[config.mk]
export PLATFORM = sky130hd
export DESIGN_NAME = wormhole_router_adapter
export DESIGN_NICKNAME = d
export VERILOG_FILES = /design/src/wormhole_pkg.sv /design/src/wormhole_link_if.sv /design/src/wormhole_router_adapter.sv /design/src/wormhole_adapter_out.sv /design/src/wormhole_adapter_in.sv /design/src/wormhole_two_fifo.sv
export VERILOG_INCLUDE_DIRS = /design/src
export SDC_FILE = /design/constraint.sdc
export NUM_CORES = 1
export LEC_CHECK = 0
export ABC_CLOCK_PERIOD_IN_PS = 3800
export BUFFER_PORTS_ARGS = -buffer_cell sky130_fd_sc_hd__buf_4
export CORE_MARGIN = 2
export CORE_UTILIZATION = 45
export DETAILED_ROUTE_END_ITERATION = 12
export PLACE_DENSITY = 0.69
export SYNTH_ARGS = -nofsm -noshare
export SYNTH_HDL_FRONTEND = slang
export SYNTH_SLANG_ARGS = --single-unit
[constraint.sdc]
create_clock -name clk_i -period 3.8 [get_ports clk_i]
set_input_delay 0.38 -clock clk_i [delete_from_list [all_inputs] [get_ports clk_i]]
set_output_delay 0.38 -clock clk_i [all_outputs]
set_load 0.01 [all_outputs]
[src/wormhole_config.svh]
`ifndef WORMHOLE_CONFIG_SVH
`define WORMHOLE_CONFIG_SVH

// ==================================================
// Link and packet widths
// ==================================================

`define WH_LINK_WIDTH        16
`define WH_CORD_WIDTH        4
`define WH_LEN_WIDTH         2  // Body flits per packet.
`define WH_MAX_PAYLOAD_WIDTH 42

// Packet is {payload, len, cord}.
`define WH_PACKET_WIDTH \
  (`WH_MAX_PAYLOAD_WIDTH + `WH_LEN_WIDTH + `WH_CORD_WIDTH)

// Payload room left in the header flit.
`define WH_HDR_PAYLOAD_WIDTH \
  (`WH_LINK_WIDTH - `WH_LEN_WIDTH - `WH_CORD_WIDTH)

`endif
[src/wormhole_pkg.sv]
`include "wormhole_config.svh"

package wormhole_pkg;

  // Whole packet, cord in the low bits.
  typedef struct packed {
    logic [`WH_MAX_PAYLOAD_WIDTH-1:0] payload;
    logic [`WH_LEN_WIDTH-1:0]         len;
    logic [`WH_CORD_WIDTH-1:0]        cord;
  } wh_packet_s;

  // Header flit, same field order as the packet low bits.
  typedef struct packed {
    logic [`WH_HDR_PAYLOAD_WIDTH-1:0] hdr_payload;
    logic [`WH_LEN_WIDTH-1:0]         len;
    logic [`WH_CORD_WIDTH-1:0]        cord;
  } wh_header_s;

  // One link word.
  // Read as a header at packet start, as raw payload after that.
  typedef union packed {
    wh_header_s                hdr;
    logic [`WH_LINK_WIDTH-1:0] body;
  } wh_flit_u;

endpackage

[src/wormhole_link_if.sv]
`include "wormhole_config.svh"

// Ready-and flit link.
// A flit moves on a clock edge with v and ready_and both high.
interface wormhole_link_if import wormhole_pkg::*; ();

  wh_flit_u data;
  logic     v;
  logic     ready_and;

  // Flit source.
  modport send (
    output data,
    output v,
    input  ready_and
  );

  // Flit sink.
  modport receive (
    input  data,
    input  v,
    output ready_and
  );

endinterface

[src/wormhole_router_adapter.sv]
`include "wormhole_config.svh"

module wormhole_router_adapter import wormhole_pkg::*; (
  input  logic                        clk_i,
  input  logic                        reset_i,

  input  logic [`WH_PACKET_WIDTH-1:0] packet_i,
  input  logic                        v_i,
  output logic                        ready_o,

  // From the router.
  input  logic [`WH_LINK_WIDTH-1:0]   link_data_i,
  input  logic                        link_v_i,
  output logic                        link_ready_and_o,

  // To the router.
  output logic [`WH_LINK_WIDTH-1:0]   link_data_o,
  output logic                        link_v_o,
  input  logic                        link_ready_and_i,

  output logic [`WH_PACKET_WIDTH-1:0] packet_o,
  output logic                        v_o,
  input  logic                        yumi_i
);

  wh_packet_s packet_li;
  wh_packet_s packet_lo;

  wormhole_link_if link_tx ();
  wormhole_link_if link_rx ();
  wormhole_link_if link_buf ();

  assign packet_li = wh_packet_s'(packet_i);
  assign packet_o  = packet_lo;

  // Plain link ports onto the interfaces.
  assign link_data_o       = link_tx.data;
  assign link_v_o          = link_tx.v;
  assign link_tx.ready_and = link_ready_and_i;
  assign link_rx.data      = wh_flit_u'(link_data_i);
  assign link_rx.v         = link_v_i;
  assign link_ready_and_o  = link_rx.ready_and;

  wormhole_adapter_in adapter_in (
    .clk_i   (clk_i),
    .reset_i (reset_i),
    .packet_i(packet_li),
    .v_i     (v_i),
    .ready_o (ready_o),
    .link_o  (link_tx.send)
  );

  wormhole_two_fifo rx_fifo (
    .clk_i  (clk_i),
    .reset_i(reset_i),
    .enq_i  (link_rx.receive),
    .deq_o  (link_buf.send)
  );

  wormhole_adapter_out adapter_out (
    .clk_i   (clk_i),
    .reset_i (reset_i),
    .link_i  (link_buf.receive),
    .packet_o(packet_lo),
    .v_o     (v_o),
    .yumi_i  (yumi_i)
  );

endmodule

[src/wormhole_adapter_out.sv]
`include "wormhole_config.svh"

module wormhole_adapter_out import wormhole_pkg::*; (
  input  logic       clk_i,
  input  logic       reset_i,

  wormhole_link_if.receive link_i,

  output wh_packet_s packet_o,
  output logic       v_o,
  input  logic       yumi_i
);

  logic                     v_r;        // Whole packet held.
  logic                     body_st_r;  // Expecting body flits.
  logic [`WH_LEN_WIDTH-1:0] count_r;    // Body flits still to come.
  logic [`WH_LEN_WIDTH-1:0] idx_r;      // Body slot of the next flit.
  wh_packet_s               packet_r;
  wh_flit_u                 flit_li;
  logic                     link_fire;

  // ==================================================
  // Link side
  // ==================================================

  // Stall while a packet waits for yumi.
  assign link_i.ready_and = ~v_r;
  assign link_fire        = link_i.v & link_i.ready_and;
  assign flit_li          = link_i.data;

  // Assembly register.
  always_ff @(posedge clk_i) begin
    if (link_fire) begin
      if (!body_st_r) begin
        packet_r.payload <= '0;
        packet_r.payload[`WH_HDR_PAYLOAD_WIDTH-1:0] <= flit_li.hdr.hdr_payload;
        packet_r.len  <= flit_li.hdr.len;
        packet_r.cord <= flit_li.hdr.cord;
      end else begin
        packet_r.payload[`WH_HDR_PAYLOAD_WIDTH + idx_r*`WH_LINK_WIDTH +: `WH_LINK_WIDTH]
          <= flit_li.body;
      end
    end
  end

  // Control.
  always_ff @(posedge clk_i) begin
    if (reset_i) begin
      v_r       <= 1'b0;
      body_st_r <= 1'b0;
      count_r   <= '0;
      idx_r     <= '0;
    end else if (yumi_i) begin
      v_r <= 1'b0;
    end else if (link_fire) begin
      if (!body_st_r) begin
        count_r <= flit_li.hdr.len;
        idx_r   <= '0;
        if (flit_li.hdr.len == '0) begin
          v_r <= 1'b1;  // Header-only packet.
        end else begin
          body_st_r <= 1'b1;
        end
      end else begin
        count_r <= count_r - 1'b1;
        idx_r   <= idx_r + 1'b1;
        if (count_r == 'd1) begin
          v_r       <= 1'b1;
          body_st_r <= 1'b0;  // Back to header.
        end
      end
    end
  end

  // ==================================================
  // Packet side
  // ==================================================

  assign v_o      = v_r;
  assign packet_o = packet_r;

endmodule

[src/wormhole_adapter_in.sv]
`include "wormhole_config.svh"

module wormhole_adapter_in import wormhole_pkg::*; (
  input  logic       clk_i,
  input  logic       reset_i,

  input  wh_packet_s packet_i,
  input  logic       v_i,
  output logic       ready_o,

  wormhole_link_if.send link_o
);

  localparam int BODY_WIDTH = `WH_MAX_PAYLOAD_WIDTH - `WH_HDR_PAYLOAD_WIDTH;

  logic                     busy_r;
  logic                     hdr_pending_r;  // Header not yet sent.
  logic [`WH_LEN_WIDTH-1:0] count_r;        // Flits left after the current one.
  wh_header_s               hdr_r;
  logic [BODY_WIDTH-1:0]    body_r;         // Remaining payload, low word next.
  wh_flit_u                 flit_lo;
  logic                     accept;
  logic                     link_fire;

  // ==================================================
  // Packet side
  // ==================================================

  assign ready_o = ~busy_r;
  assign accept  = v_i & ready_o;

  // ==================================================
  // Link side
  // ==================================================

  always_comb begin
    if (hdr_pending_r) begin
      flit_lo.hdr = hdr_r;
    end else begin
      flit_lo.body = body_r[`WH_LINK_WIDTH-1:0];
    end
  end

  assign link_o.data = flit_lo;
  assign link_o.v    = busy_r;
  assign link_fire   = link_o.v & link_o.ready_and;

  // Payload registers, loaded on accept and shifted per body flit.
  always_ff @(posedge clk_i) begin
    if (accept) begin
      hdr_r.hdr_payload <= packet_i.payload[`WH_HDR_PAYLOAD_WIDTH-1:0];
      hdr_r.len         <= packet_i.len;
      hdr_r.cord        <= packet_i.cord;
      body_r <= packet_i.payload[`WH_MAX_PAYLOAD_WIDTH-1:`WH_HDR_PAYLOAD_WIDTH];
    end else if (link_fire && !hdr_pending_r) begin
      body_r <= body_r >> `WH_LINK_WIDTH;
    end
  end

  // Control.
  always_ff @(posedge clk_i) begin
    if (reset_i) begin
      busy_r        <= 1'b0;
      hdr_pending_r <= 1'b0;
      count_r       <= '0;
    end else if (accept) begin
      busy_r        <= 1'b1;
      hdr_pending_r <= 1'b1;
      count_r       <= packet_i.len;
    end else if (link_fire) begin
      hdr_pending_r <= 1'b0;
      if (count_r == '0) begin
        busy_r <= 1'b0;  // Last flit gone.
      end else begin
        count_r <= count_r - 1'b1;
      end
    end
  end

endmodule

[src/wormhole_two_fifo.sv]
module wormhole_two_fifo import wormhole_pkg::*; (
  input  logic     clk_i,
  input  logic     reset_i,
  wormhole_link_if.receive enq_i,
  wormhole_link_if.send    deq_o
);

  wh_flit_u mem [2];  // Flit slots.
  logic     wr_ptr_r;
  logic     rd_ptr_r;
  logic     full_r;
  logic     empty_r;
  logic     enq;
  logic     deq;

  assign enq_i.ready_and = ~full_r;
  assign deq_o.v         = ~empty_r;
  assign deq_o.data      = mem[rd_ptr_r];  // Oldest entry.

  assign enq = enq_i.v & enq_i.ready_and;
  assign deq = deq_o.v & deq_o.ready_and;

  always_ff @(posedge clk_i) begin
    if (enq) begin
      mem[wr_ptr_r] <= enq_i.data;
    end
  end

  always_ff @(posedge clk_i) begin
    if (reset_i) begin
      wr_ptr_r <= 1'b0;
      rd_ptr_r <= 1'b0;
      full_r   <= 1'b0;
      empty_r  <= 1'b1;
    end else begin
      if (enq) wr_ptr_r <= ~wr_ptr_r;
      if (deq) rd_ptr_r <= ~rd_ptr_r;
      if (enq && !deq) begin
        empty_r <= 1'b0;
        full_r  <= (~wr_ptr_r == rd_ptr_r);  // Second slot taken.
      end else if (deq && !enq) begin
        full_r  <= 1'b0;
        empty_r <= (~rd_ptr_r == wr_ptr_r);
      end
    end
  end

endmodule

-- Yosys cells after proc, flatten, opt, wreduce, memory -nomap -nowiden
Memories as Yosys holds them, arrays and structs flattened. A register that Yosys moved wholly into a read port is not among the register bits.
Cells that the tools add are included.
- $add $sub $neg: 5
- $mul: 0
- div/mod/pow operators: 0
- order comparisons: 0
- equal/unequal tests: 5
- shift operators: 2
- multiplexer cells: 29
- bitwise operators: 12
- reduce and logical (&&, ||, !) cells: 19
- operators with widths (cell ; count):
    $mux W32 ; 2
    $bwmux W42 ; 1
    $shift A16 B34 Y42 const A ; 1
    $shiftx A16 B34 Y42 ; 1
    $neg A32 Y34 ; 1
    $mux W1 ; 19
    $mux W16 ; 1
    $mux W10 ; 1
    $mux W2 ; 5
    $reduce_bool A2 Y1 ; 5
    $not A1 Y1 ; 8
    $reduce_and A2 Y1 ; 4
    $add A4 B6 Y7 const A ; 1
    $and A1 B1 Y1 ; 4
    $logic_not A2 Y1 ; 2
    $sub A2 B1 Y2 const B ; 2
    $logic_and A1 B1 Y1 ; 3
    $logic_not A1 Y1 ; 3
    $reduce_and A3 Y1 ; 1
    $add A2 B1 Y2 const B ; 1
    $eq A1 B1 Y1 ; 2
    $eq A2 B1 Y1 const B ; 1
    $ne A2 B1 Y1 const B ; 1
    $ne A2 B2 Y1 const B ; 1
    $reduce_or A2 Y1 ; 1
- register bits: 110
- bits in latches: 0
- memory bits (writable): 32
- ROM bits: 0
- input port bits: 70
- output and inout bits: 68
- memories: 1
- memory list (memory ; words ; bits a word ; rd ports ; clocked after Yosys merged registers in ; wr ports ; RTL line ; source):
    rx_fifo.mem ; 2 ; 16 ; 1 ; 1 ; 1 ; wormhole_two_fifo.sv:8 ; wh_flit_u mem [2];

-- Logic depth before layout (Yosys ltp)
- word-level depth: 6
- gate-level depth with buffers: 8
- mapped depth without buffers: 6

-- Modules after synthesis
A second synthesis with hierarchy kept.
- cells, all modules: 393
- area, all modules: 5914.4 um^2
- by module, submodules not included (module ; instances ; cells each ; area each (um^2)):
    wormhole_adapter_out ; 1 ; 159 ; 2317.2
    wormhole_adapter_in ; 1 ; 160 ; 2162.1
    wormhole_two_fifo ; 1 ; 74 ; 1435.1

-- Worst setup path before layout
OpenSTA, ideal clock, no wires.
- path type: register to register
- from: register adapter_in.hdr_pending_r
- to: register adapter_in.body_r[0] (enable)
- library setup time: 0.466 ns
- data arrival time: 2.937 ns
- required time: 3.334 ns
- slack: 0.397 ns
- cell stages (with the launch flop): 4
- buffers on the path: 2
- period minus slack after synthesis: 3.403 ns
- cells stage by stage: dfxtp_1 -> buf_2 -> buf_2 -> o21ai_0
- cells in the longest elaborated chain, start to end: 3
- RTL lines (item ; RTL line ; source):
    from (decl) ; wormhole_adapter_in.sv:17 ; logic hdr_pending_r;
    from (signal assigned) ; wormhole_adapter_in.sv:64 ; hdr_pending_r <= 1'b0;
    from (signal assigned) ; wormhole_adapter_in.sv:68 ; hdr_pending_r <= 1'b1;
    from (signal assigned) ; wormhole_adapter_in.sv:71 ; hdr_pending_r <= 1'b0;
    $logic_not A1 Y1 ; wormhole_adapter_in.sv:55 ; end else if (link_fire && !hdr_pending_r) begin
    $logic_and A1 B1 Y1 ; wormhole_adapter_in.sv:55 ;
    $reduce_bool A2 Y1 (no source line) ; - ;
    to (signal assigned) ; wormhole_adapter_in.sv:54 ; body_r <= packet_i.payload[`WH_MAX_PAYLOAD_WIDTH-1:`WH_HDR_PAYLOAD_WIDTH];
    to (signal assigned) ; wormhole_adapter_in.sv:56 ; body_r <= body_r >> `WH_LINK_WIDTH;
    to (decl) ; wormhole_adapter_in.sv:20 ; logic [BODY_WIDTH-1:0] body_r;
Every way passes these cells.
A chain may end at the register's enable or synchronous reset.

-- Worst setup path after layout
- from: register adapter_out.idx_r[0]
- to: register adapter_out.packet_r (netlist bit adapter_out.packet_o[40]), data pin
- cells in the longest elaborated chain, start to end: 4
- RTL lines (item ; RTL line ; source):
    from (decl) ; wormhole_adapter_out.sv:17 ; logic [`WH_LEN_WIDTH-1:0] idx_r;
    from (signal assigned) ; wormhole_adapter_out.sv:66 ; idx_r <= idx_r + 1'b1;
    $add A4 B6 Y7 (no source line) * ; - ;
    $neg A32 Y34 * ; wormhole_adapter_out.sv:40 ; packet_r.payload[`WH_HDR_PAYLOAD_WIDTH + idx_r*`WH_LINK_WIDTH +: `WH_LINK_WIDTH]
    $shiftx A16 B34 Y42 / $shift A16 B34 Y42 (equally long branches) ; wormhole_adapter_out.sv:40 ;
    $bwmux W42 * ; wormhole_adapter_out.sv:40 ;
    to (decl) ; wormhole_adapter_out.sv:18 ; wh_packet_s packet_r;
Mark *: on every way between the ends. The rest lies on a longest branch, timed or not.

==> results.py <==
metrics = {
    "finish": {
        "nets": 662,
        "syn2layout_area_growth_pct": 30.9,
        "fin_util": 0.609,
        "drive_gt1_frac": 0.322,
        "n_antenna_cell": 0,
    },
    "die": {
        "rows": 41,
        "initial_core_util": 0.465,
        "core_area_mm2": 0.0127,
        "die-area_mm2": 0.0141,
        "ios": 138,
        "die-width_um": 119,
        "die_y_um": 119,
    },
    "worst_setup_path": {
        "crit_buf_inv": 0,
        "ff2ff_path_depth": 4,
        "path_cells": "ha_1, nand3b_1, o22ai_1, and2_1",
        "slowest_delay_ps": 620,
        "cp_max_fo": 17,
        "criticalPathCategory": "reg2reg",
        "arrival_ps": 2550,
        "required_ps": 4070,
        "cp-start-kind": "register",
        "path_depth": 4,
        "cp_slowest_cell": "nand3b_1",
        "cpLargestDelayFamily": "simple AND/OR/NAND/NOR gates",
        "crit_path_end_kind": "register",
    },
    "cts": {
        "cts_buffers": 17,
        "clkSlewWorstSetupHoldPaths_ps": 60,
        "root_buffer": "clkbuf_16",
        "insertion_delay_ps": 400,
        "htree_levels": 4,
        "postCtsSetupBuffers": 0,
        "cts_resized": 0,
        "cts_tree": "done",
        "clock_path_buffers": 2,
        "ctsHoldBuffers": 0,
        "clock-sinks": 143,
    },
    "timing": {
        "hold_viol_final": 0,
        "slew_viol_final": 0,
        "finalSetupViolCount": 0,
        "setup_ws_ps": 1520,
        "max_freq_ghz": 0.438,
        "tns_ps": 0,
        "min_period_over_period": 0.600,
        "clock_skew_ps": 6.96,
        "fin_crit_ps": 2280,
        "slew_headroom": 0.335,
        "rsz0062_at_grt": "false",
        "tightest_slew_ps": 996,
    },
    "global_route": {
        "gr-total-overflow": 0,
        "grt_first_pass_wirelength_um": 19700,
        "grt_pass1_vias": 3958,
        "track_usage": 0.181,
        "grt_max_degree": 50,
        "antenna_found_initial": 0,
    },
    "synthesis": {
        "netlist_area_mm2": 0.00592,
        "ys_seq_area_frac": 0.700,
        "ys_async_sr_fraction": 0,
        "synthTopCellsByArea": "edfxtp_1, and2_1, dfxtp_1, nand2_1, o22ai_1",
        "ys_top_cells_by_count": "edfxtp_1, nand2_1, and2_1, inv_1, o22ai_1",
        "syn_inst": 447,
        "avgSynthCellArea_um2": 13.2,
        "ys_ff_latch": 143,
        "ys_types": 32,
        "synthFlopType": "edfxtp_1",
        "yosysWarnings": 0,
        "synth_edf_count": 128,
        "synth_top_cell_by_area": "edfxtp_1",
        "synth_top_area_share": 0.649,
        "syn-num-nets": 522,
        "yosysMostFrequentCell": "edfxtp_1",
    },
    "drt": {
        "firstDrtPassIters": 4,
        "final_antenna_net_count": 0,
        "wl_per_cell_um": 15.8,
        "drtIter0Drc": 277,
        "vias": 3840,
        "viasPerCell": 4.98,
        "drc": 0,
        "wirelength_um": 12200,
    },
    "min_path": {
        "hold_path_class": "in2reg",
        "hold_path_depth": 1,
    },
    "place": {
        "hpwl_um": 8300,
        "io_buffers": 137,
        "dp_slack_ps": 1560,
        "place_congestion": 0.781,
    },
    "run_status": {
        "outcome": "finished clean",
    },
    "pwr": {
        "power_density_mw_per_mm2": 657,
        "p_leak_nw": 3.17,
        "ir_drop_uv": 297,
    },
    "run": {
        "drv_cap": 0,
    },
}
==> final timing paths <==
| kind | start | to | slack [ps] |
|---|---|---|---|
| hold reg to reg | adapter_out.count_r[1] | adapter_out.count_r[1] | 460 |
| hold / removal | packet_i[0] | adapter_in.hdr_r[0] | 150 |
| setup / recovery | adapter_out.idx_r[0] | adapter_out.packet_o[40] | 1520 |
| setup reg to reg | adapter_out.idx_r[0] | adapter_out.packet_o[40] | 1520 |
==> flip-flops by register name, indices dropped and copies added, names as in the netlist, named ones only <==
register and flops:
adapter_in.body_r 32, adapter_in.count_r 2, adapter_in.hdr_pending_r 1, adapter_in.hdr_r 16
adapter_in.link_o.v 1, adapter_out.body_st_r 1, adapter_out.count_r 2, adapter_out.idx_r 2
adapter_out.packet_o 48, adapter_out.v_o 1, rx_fifo.empty_r 1, rx_fifo.full_r 1
rx_fifo.mem 32, rx_fifo.rd_ptr_r 1, rx_fifo.wr_ptr_r 1
==> report_power, final <==
part / leakage (nW) / internal [mW] / switching [mW]
Combinational: 1.49 / 0.483 / 0.541
Sequential: 1.36 / 2.07 / 0.176
Clock: 0.315 / 1.22 / 0.599
==> stage by stage <==
stage	cells	power [mW]	hold slack [ps]	cell area, µm²
after floorplan	447	2.81	432	5920
after global placement	740	3.27	439	7100
after detailed placement	740	3.31	451	7100
after CTS	771	5.13	124	7740
after global routing	771	5.31	125	7740
final	771	5.09	147	7740
==> placed cells by master (no fill, tap or decap), types with 8 or more instances in the layout <==
master | netlist | routed
nand2_1 | 56 | 56
mux2i_1 | 16 | 16
a21oi_1 | 8 | 8
mux2_2 | 17 | 17
edfxtp_1 | 128 | 128
clkbuf_16 | 0 | 17
nor2_1 | 18 | 17
buf_4 | 3 | 144
and2_1 | 50 | 50
dfxtp_1 | 15 | 15
inv_1 | 49 | 49
o22ai_1 | 32 | 32
==> cell type report <==
class,instances,area [µm²]
Inverter,49,184
Clock buffer,18,429
Clock inverter,13,219
Tap cell,172,215
Sequential cell,143,4140
Timing Repair Buffer,144,1080
Multi-Input combinational cell,232,1470
Fill cell,1034,4980
==> kinds of logic (layout without fill, tap and decap cells) <==
kind of cell	Yosys count	in the layout	share of synthesized area
flops	143	143	0.700
simple gates	140	140	0.119
buf+inv	72	224	0.0520
compound gates	50	50	0.0529
mux	33	33	0.0594
fa+ha+maj	5	5	0.0106
xor+xnor	4	4	0.00592
==> layer usage <==
| metal | wire length (µm) | part of all wire | GRT usage | vias to the layer above |
|---|---|---|---|---|
| li1 | - | - | - | 1845 |
| met1 | 5240 | 0.43 | 0.226 | 1809 |
| met2 | 5930 | 0.49 | 0.296 | 175 |
| met3 | 925 | 0.076 | 0.0589 | 11 |
| met4 | 101 | 0.0083 | 0.0595 | 0 |
| met5 | 0 | 0 | 0 | - |
Note: power is estimated with default switching activity, not from simulation.
